## src/hw/led_defines.svh

```systemverilog
`ifndef LED_DEFINES_SVH
`define LED_DEFINES_SVH

// ==============================
// led / display sizing
// ==============================

// width of the led export value, same as the cpu data bus
`define LED_WORD_W 32

// seven-segment digits on the board, one nibble each
`define HEX_DIGITS 8

// display buffer entries, power of two, 2 or more
`define DISP_FIFO_DEPTH 4

`endif

```

## src/hw/led_pkg.sv

```systemverilog
`include "led_defines.svh"

// ==============================
// led output path types
// ==============================
package led_pkg;

    // write opcode carried with each cpu write
    typedef enum logic [1:0] {
        OP_WRITE  = 2'b00,  // replace
        OP_SET    = 2'b01,  // or in
        OP_CLEAR  = 2'b10,  // clear where data is one
        OP_TOGGLE = 2'b11   // xor in
    } led_op_e;

    // cpu-side write command, op on top
    typedef struct packed {
        led_op_e                op;
        logic [`LED_WORD_W-1:0] data;
    } led_wr_t;

    // value shipped to the display
    typedef logic [`LED_WORD_W-1:0] disp_word_t;

    // four-phase sender half
    typedef enum logic [1:0] {
        HS_IDLE    = 2'b00,  // nothing offered
        HS_REQ     = 2'b01,  // req high, waiting for ack
        HS_RELEASE = 2'b10   // req dropped, waiting for ack low
    } hs_state_e;

endpackage

```

## src/hw/disp_fifo.sv

```systemverilog
`timescale 1ns/1ns
`include "led_defines.svh"

// ==============================
// display word buffer
// ==============================
module disp_fifo
    import led_pkg::*;
(
    input  logic       clk,
    input  logic       arst_n,
    input  logic       in_req,     // from led_reg_port
    output logic       in_ack,
    input  disp_word_t in_word,
    output logic       out_req,    // to seg7_display
    input  logic       out_ack,
    output disp_word_t out_word
);

    localparam int DEPTH = `DISP_FIFO_DEPTH;
    localparam int PTR_W = $clog2(DEPTH);

    disp_word_t       mem [DEPTH];   // circular storage
    logic [PTR_W-1:0] wr_ptr;        // wraps naturally, power of two
    logic [PTR_W-1:0] rd_ptr;
    logic [PTR_W:0]   count;         // entries held
    logic             full;
    logic             empty;
    logic             push;
    logic             pop;
    hs_state_e        out_state;     // output side sender

    assign full  = (count == (PTR_W+1)'(DEPTH));
    assign empty = (count == '0);

    // new word only while ack low, so one store per req
    assign push = in_req && !in_ack && !full;
    assign pop  = (out_state == HS_REQ) && out_ack;

    always_ff @(posedge clk) begin
        if (push) begin
            mem[wr_ptr] <= in_word;
        end
    end

    // pointers, count and receiver ack
    always_ff @(posedge clk or negedge arst_n) begin
        if (!arst_n) begin
            wr_ptr <= '0;
            rd_ptr <= '0;
            count  <= '0;
            in_ack <= 1'b0;
        end else begin
            if (push) begin
                wr_ptr <= wr_ptr + 1'b1;
                in_ack <= 1'b1;     // stored, tell sender
            end else if (in_ack && !in_req) begin
                in_ack <= 1'b0;     // req seen low
            end
            if (pop) begin
                rd_ptr <= rd_ptr + 1'b1;
            end
            case ({push, pop})
                2'b10:   count <= count + 1'b1;
                2'b01:   count <= count - 1'b1;
                default: count <= count;   // both or neither
            endcase
        end
    end

    // ==============================
    // output side sender
    // ==============================
    always_ff @(posedge clk or negedge arst_n) begin
        if (!arst_n) begin
            out_state <= HS_IDLE;
        end else begin
            case (out_state)
                HS_IDLE:    out_state <= empty ? HS_IDLE : HS_REQ;
                HS_REQ:     out_state <= out_ack ? HS_RELEASE : HS_REQ;  // pop here
                HS_RELEASE: out_state <= out_ack ? HS_RELEASE : HS_IDLE;
                default:    out_state <= HS_IDLE;
            endcase
        end
    end

    assign out_req  = (out_state == HS_REQ);
    assign out_word = mem[rd_ptr];   // head entry

endmodule

```

## src/hw/led_display_top.sv

```systemverilog
`timescale 1ns/1ns
`include "led_defines.svh"

// ==============================
// led / seven-segment output path
// ==============================
module led_display_top
    import led_pkg::*;
(
    input  logic                         clk,
    input  logic                         arst_n,
    input  logic                         wr_en,      // cpu side
    input  led_wr_t                      wr_cmd,
    output logic                         wr_ready,
    input  logic                         hold,       // display freeze
    output logic [`HEX_DIGITS-1:0][6:0]  hex,
    output logic [17:0]                  ledr,
    output logic [8:0]                   ledg
);

    logic       in_req;     // producer -> buffer
    logic       in_ack;
    disp_word_t in_word;
    logic       out_req;    // buffer -> display
    logic       out_ack;
    disp_word_t out_word;

    led_reg_port u_reg_port (
        .clk      (clk),
        .arst_n   (arst_n),
        .wr_en    (wr_en),
        .wr_cmd   (wr_cmd),
        .wr_ready (wr_ready),
        .in_req   (in_req),
        .in_ack   (in_ack),
        .in_word  (in_word)
    );

    disp_fifo u_fifo (
        .clk      (clk),
        .arst_n   (arst_n),
        .in_req   (in_req),
        .in_ack   (in_ack),
        .in_word  (in_word),
        .out_req  (out_req),
        .out_ack  (out_ack),
        .out_word (out_word)
    );

    seg7_display u_display (
        .clk      (clk),
        .arst_n   (arst_n),
        .hold     (hold),
        .out_req  (out_req),
        .out_ack  (out_ack),
        .out_word (out_word),
        .hex      (hex),
        .ledr     (ledr),
        .ledg     (ledg)
    );

endmodule

```

## src/hw/led_reg_port.sv

```systemverilog
`timescale 1ns/1ns

// ==============================
// cpu-side led export register
// ==============================
module led_reg_port
    import led_pkg::*;
(
    input  logic       clk,
    input  logic       arst_n,
    input  logic       wr_en,      // cpu write strobe
    input  led_wr_t    wr_cmd,     // opcode + data
    output logic       wr_ready,   // high only when idle
    output logic       in_req,     // to buffer
    input  logic       in_ack,     // from buffer
    output disp_word_t in_word     // shadow value on offer
);

    hs_state_e  state_q;    // sender half
    disp_word_t shadow_q;   // led export shadow
    disp_word_t shadow_nxt;
    logic       wr_fire;    // write taken this edge

    assign wr_ready = (state_q == HS_IDLE);
    assign wr_fire  = wr_en && wr_ready;

    // opcode applied to current shadow
    always_comb begin
        case (wr_cmd.op)
            OP_WRITE:  shadow_nxt = wr_cmd.data;
            OP_SET:    shadow_nxt = shadow_q | wr_cmd.data;
            OP_CLEAR:  shadow_nxt = shadow_q & ~wr_cmd.data;
            OP_TOGGLE: shadow_nxt = shadow_q ^ wr_cmd.data;
            default:   shadow_nxt = shadow_q;
        endcase
    end

    // shadow only moves on an accepted write
    always_ff @(posedge clk or negedge arst_n) begin
        if (!arst_n) begin
            shadow_q <= '0;   // all leds off
        end else if (wr_fire) begin
            shadow_q <= shadow_nxt;
        end
    end

    // ==============================
    // four-phase sender
    // ==============================
    always_ff @(posedge clk or negedge arst_n) begin
        if (!arst_n) begin
            state_q <= HS_IDLE;
        end else begin
            case (state_q)
                HS_IDLE: begin
                    if (wr_fire) begin
                        state_q <= HS_REQ;      // req up next cycle
                    end
                end
                HS_REQ: begin
                    if (in_ack) begin
                        state_q <= HS_RELEASE;  // word stored, drop req
                    end
                end
                HS_RELEASE: begin
                    if (!in_ack) begin
                        state_q <= HS_IDLE;     // ack back low, link free
                    end
                end
                default: state_q <= HS_IDLE;
            endcase
        end
    end

    assign in_req  = (state_q == HS_REQ);
    assign in_word = shadow_q;   // stable from accept until idle again

endmodule

```

## src/hw/seg7_display.sv

```systemverilog
`timescale 1ns/1ns
`include "led_defines.svh"

// ==============================
// seven-segment and led consumer
// ==============================
module seg7_display
    import led_pkg::*;
(
    input  logic                         clk,
    input  logic                         arst_n,
    input  logic                         hold,      // freeze switch
    input  logic                         out_req,   // from buffer
    output logic                         out_ack,
    input  disp_word_t                   out_word,
    output logic [`HEX_DIGITS-1:0][6:0]  hex,       // active low, digit 0 = bits 3:0
    output logic [17:0]                  ledr,
    output logic [8:0]                   ledg
);

    // hex glyphs, segment g on bit 6, active low
    localparam logic [6:0] GLYPH [16] = '{
        7'b1000000,   // 0
        7'b1111001,   // 1
        7'b0100100,   // 2
        7'b0110000,   // 3
        7'b0011001,   // 4
        7'b0010010,   // 5
        7'b0000010,   // 6
        7'b1111000,   // 7
        7'b0000000,   // 8
        7'b0010000,   // 9
        7'b0001000,   // a
        7'b0000011,   // b
        7'b1000110,   // c
        7'b0100001,   // d
        7'b0000110,   // e
        7'b0001110    // f
    };

    disp_word_t shown_q;   // value on the display
    logic       take;      // accept this edge

    // hold keeps ack low, buffer backs up behind us
    assign take = out_req && !out_ack && !hold;

    // ==============================
    // four-phase receiver
    // ==============================
    always_ff @(posedge clk or negedge arst_n) begin
        if (!arst_n) begin
            shown_q <= '0;      // all zeros shown
            out_ack <= 1'b0;
        end else if (take) begin
            shown_q <= out_word;
            out_ack <= 1'b1;    // same edge as latch
        end else if (out_ack && !out_req) begin
            out_ack <= 1'b0;    // one cycle after req falls
        end
    end

    // nibble per digit
    always_comb begin
        for (int i = 0; i < `HEX_DIGITS; i++) begin
            hex[i] = GLYPH[shown_q[4*i +: 4]];
        end
    end

    // low 27 bits to the leds, green on the bottom
    assign ledg = shown_q[8:0];
    assign ledr = shown_q[26:9];

endmodule

```

## config.mk

```make
export PLATFORM = sky130hd
export DESIGN_NAME = led_display_top
export DESIGN_NICKNAME = d
export VERILOG_FILES = /design/src/hw/led_pkg.sv /design/src/hw/disp_fifo.sv /design/src/hw/led_display_top.sv /design/src/hw/led_reg_port.sv /design/src/hw/seg7_display.sv
export VERILOG_INCLUDE_DIRS = /design/src /design/src/hw
export SDC_FILE = /design/constraint.sdc
export NUM_CORES = 1
export LEC_CHECK = 0
export BUFFER_PORTS_ARGS = -buffer_cell sky130_fd_sc_hd__buf_2
export CAP_MARGIN = 20
export CELL_PAD_IN_SITES_DETAIL_PLACEMENT = 0
export CELL_PAD_IN_SITES_GLOBAL_PLACEMENT = 1
export CORE_ASPECT_RATIO = 1.4
export CORE_MARGIN = 2
export CORE_UTILIZATION = 51
export CTS_CLUSTER_SIZE = 28
export DETAILED_ROUTE_END_ITERATION = 10
export GPL_ROUTABILITY_DRIVEN = 0
export PLACE_DENSITY_LB_ADDON = 0.1
export SLEW_MARGIN = 15
export SYNTH_ARGS = -nofsm -noshare
export SYNTH_HDL_FRONTEND = slang
export SYNTH_SLANG_ARGS = --single-unit
```

## constraint.sdc

```tcl
create_clock -name clk -period 4.1 [get_ports clk]
set_input_delay 0.82 -clock clk [delete_from_list [all_inputs] [get_ports clk]]
set_output_delay 0.82 -clock clk [all_outputs]
set_load 0.005 [all_outputs]
```

==> results.md <==
* Post-route clock skew at approximately 0.016 ns
* # rows at 66
* Die Wd at 134 um
* Initial Util at 51.8%
* Io pins at 122
* Crit Path Max Fanout at 6
* Most frequent cells in the layout: 128 x edfxtp_1, 127 x inv_1, 120 x buf_2, 117 x ha_1, 76 x dfrtp_1
* Die area at about 25000 um2
* Commonest non-fill, non-tap cell in the layout: edfxtp_1
* Crit-path cells: inv_1 -> ha_1 -> nor2b_1 -> or3b_2 -> o21ai_0 -> buf_2
* Vias at between 6k and 7k
* Cell Area, Synth at ~12000 um2
* Max-cap violation count at 0
* All-Layer GR Usage at 17.1%
* Worst path max stage delay at 0.47 ns
* Final Max Slew Viols at 0
* Final setup fails at 0
* CTS buffer count at 19
* CP bufs+invs at 2
* Drt first pass iters at 5
* Critical path type: flop to primary output
* Synthesis-to-layout area growth at 9.56%
* Core Area at 23100 um2
* Final WL at approximately 21000 um
* RSZ-0062 raised after global routing: no
* Crit. End Element: primary output
* Leak at 5.74 nW
* Critical path data required time at 3.28 ns
* Maximum clock frequency at ~340 MHz
* Sequential fraction of the synthesis area at about half
* Crit path max-delay cell type: or3b_2
* Worst slew margin at 27.9%
* Ys flop type: edfxtp_1
* WP data arrival at 2.14 ns
* Clk_lat worst skew at between 0.4 and 0.5 ns
* Total Power at 0.00979 W
* Max clock buf depth at 3
* Cells after synthesis at 855
* Largest net degree at the start of global routing at 55
* Share of layout cells above drive strength 1 at slightly below 30%
* Unique masters post-synth at 39
* WHS at 0.391 ns
* Slew @ Worst Pin at 1.08 ns
* Post-CTS resize count at 0
* CP startpoint kind: flop
* Routed WL per cell at 16.4 um
* Asr flop ratio synth at around 38%
* Pwr per Cell Area at 746 nW/um2
* First-pass GRT wire length at 34400 um
* Initial antenna violation count at 0
* Family with the most delay on the worst path: simple AND/OR/NAND/NOR gates
* Port bufs at 121
* Status: completed
* # Post-CTS Setup Buffers at 0
* Fillers at 1903
* Multi-input gate area at 5220 um2
* Drt initial violations at 393
* Final hold vios at 0
* # hold bufs at CTS at 0
* Syn_area_per_cell at roughly 14 um2
* Setup TNS at 0 ns
* Sequential cell area at 5770 um2
* Post-detail-place hpwl at 14400 um
* Die height at around 190 um
* Reg clk slew, reported paths at 0.07 ns
* Min Tclk post-route at 2.96 ns
* Max H-tree Level at 1
* Mapped Nets at between 1k and 1.5k
* Drt drc at 0
* Average via count per standard cell at 5.33
* Worst min-delay path class: input pin to asynchronous set/reset pin
* Routed Antenna Nets at 0
* Overflow after GRT at 0
* Final worst-path cycle share at 72.2%
* Number of antenna diodes at 0
* TritonCTS clock tree: done
* CTS Root Cell: clkbuf_16
* Nets at 1092
* Synthesis warning total at 0
* Maximum vdd drop at 277 uV
* Number of synthesized flops with an enable pin at 128
* #FFs+latches synth at slightly above 200
* CTS Sinks at 205
* Vias in the first global route at 6869
[where the power goes]
part / switching (W) / internal [W] / leakage [nW]
Clock: 0.000715 / 0.000941 / 0.280
Combinational: 0.00180 / 0.00230 / 3.37
Sequential: 0.000943 / 0.00308 / 2.08
[final timing paths]
path,start,slack (ns),endpoint,cells after the start
worst min register to register,u_reg_port.state_q[1]$_DFFE_PN0P_,0.48,u_reg_port.state_q[0]$_DFFE_PN0P_,1
worst max-delay path,u_display.shown_q[9]$_DFFE_PN0P_,1.14,hex[14],6
max in group asynchronous,arst_n,2.85,u_display.shown_q[16]$_DFFE_PN0P_,2
min in group clk,u_reg_port.state_q[1]$_DFFE_PN0P_,0.48,u_reg_port.state_q[0]$_DFFE_PN0P_,1
worst min-delay path,arst_n,0.39,u_reg_port.in_word[12]$_DFFE_PN0P_,1
worst max register to register,u_reg_port.state_q[1]$_DFFE_PN0P_,2.03,u_fifo.count[1]$_DFFE_PN0P_,7
[registers in the layout, summed over array words and instances, names as in the netlist]
signal	cells
u_fifo.mem	128
u_display.shown_q	32
u_reg_port.in_word	32
u_fifo.count	3
u_fifo.out_state	2
u_fifo.rd_ptr	2
u_fifo.wr_ptr	2
u_reg_port.state_q	2
u_display.out_ack	1
u_fifo.in_ack	1
[synthesized netlist by cell type, drive strengths merged, types with 18 or more instances]
cell type	instances	area share (%)
edfxtp	128	32
inv	127	4.0
ha	117	12
dfrtp	77	16
mux4	72	14
buf	59	3.9
mux2	51	5.9
o21ai	44	1.8
nor2	32	1.0
mux2i	21	1.8
nand2	20	0.63
and2	18	0.94
[routing by layer]
layer | vias up | wire length, um | track usage, % | share of wire [%]
met4 | 0 | 293 | 4.17 | 1.4
met3 | 20 | 837 | 2.03 | 4.1
met2 | 140 | 10100 | 29.5 | 49
li1 | 3192 | - | - | -
met5 | - | 0 | 0 | 0
met1 | 3338 | 9410 | 23.4 | 46
[per-stage QoR]
step                      util (%)  cells  area, um2  setup slack (ns)
after global routing          56.8   1255      13100              1.02
final                         56.8   1255      13100              1.14
after CTS                     56.7   1254      13100              1.13
after global placement        54.1   1220      12500              1.52
after floorplan                  -    855      12000              1.92
after detailed placement      54.1   1220      12500              1.51
[cell families (layout without fill, tap and decap cells)]
group / count (synthesis) / after routing / synth area share [%]
buf+inv: 196 / 290 / 8.23
mux: 144 / 144 / 21.5
compound gates: 87 / 87 / 4.83
simple gates: 98 / 98 / 4.37
flops: 205 / 205 / 48.2
xor+xnor: 7 / 7 / 0.512
fa+ha+maj: 118 / 118 / 12.4
[area by class of cell]
class                      instances  share of cell area, %
multi-input combinational        454                   39.8
inverter                         127                   3.63
timing repair buffer             129                   5.19
clock buffer                      24                   3.84
tap                              306                   2.92
sequential                       205                   44.0
clock inverter                    10                  0.639
[worst register-to-register path, cell delays in order (launching register included)]
cell	delay [ns]
dfrtp_1	0.40
nand2b_1	0.19
a211oi_2	0.43
inv_1	0.09
ha_1	0.22
inv_1	0.08
fa_1	0.40
o21ai_0	0.17
Note: power is estimated with default switching activity, not from simulation.
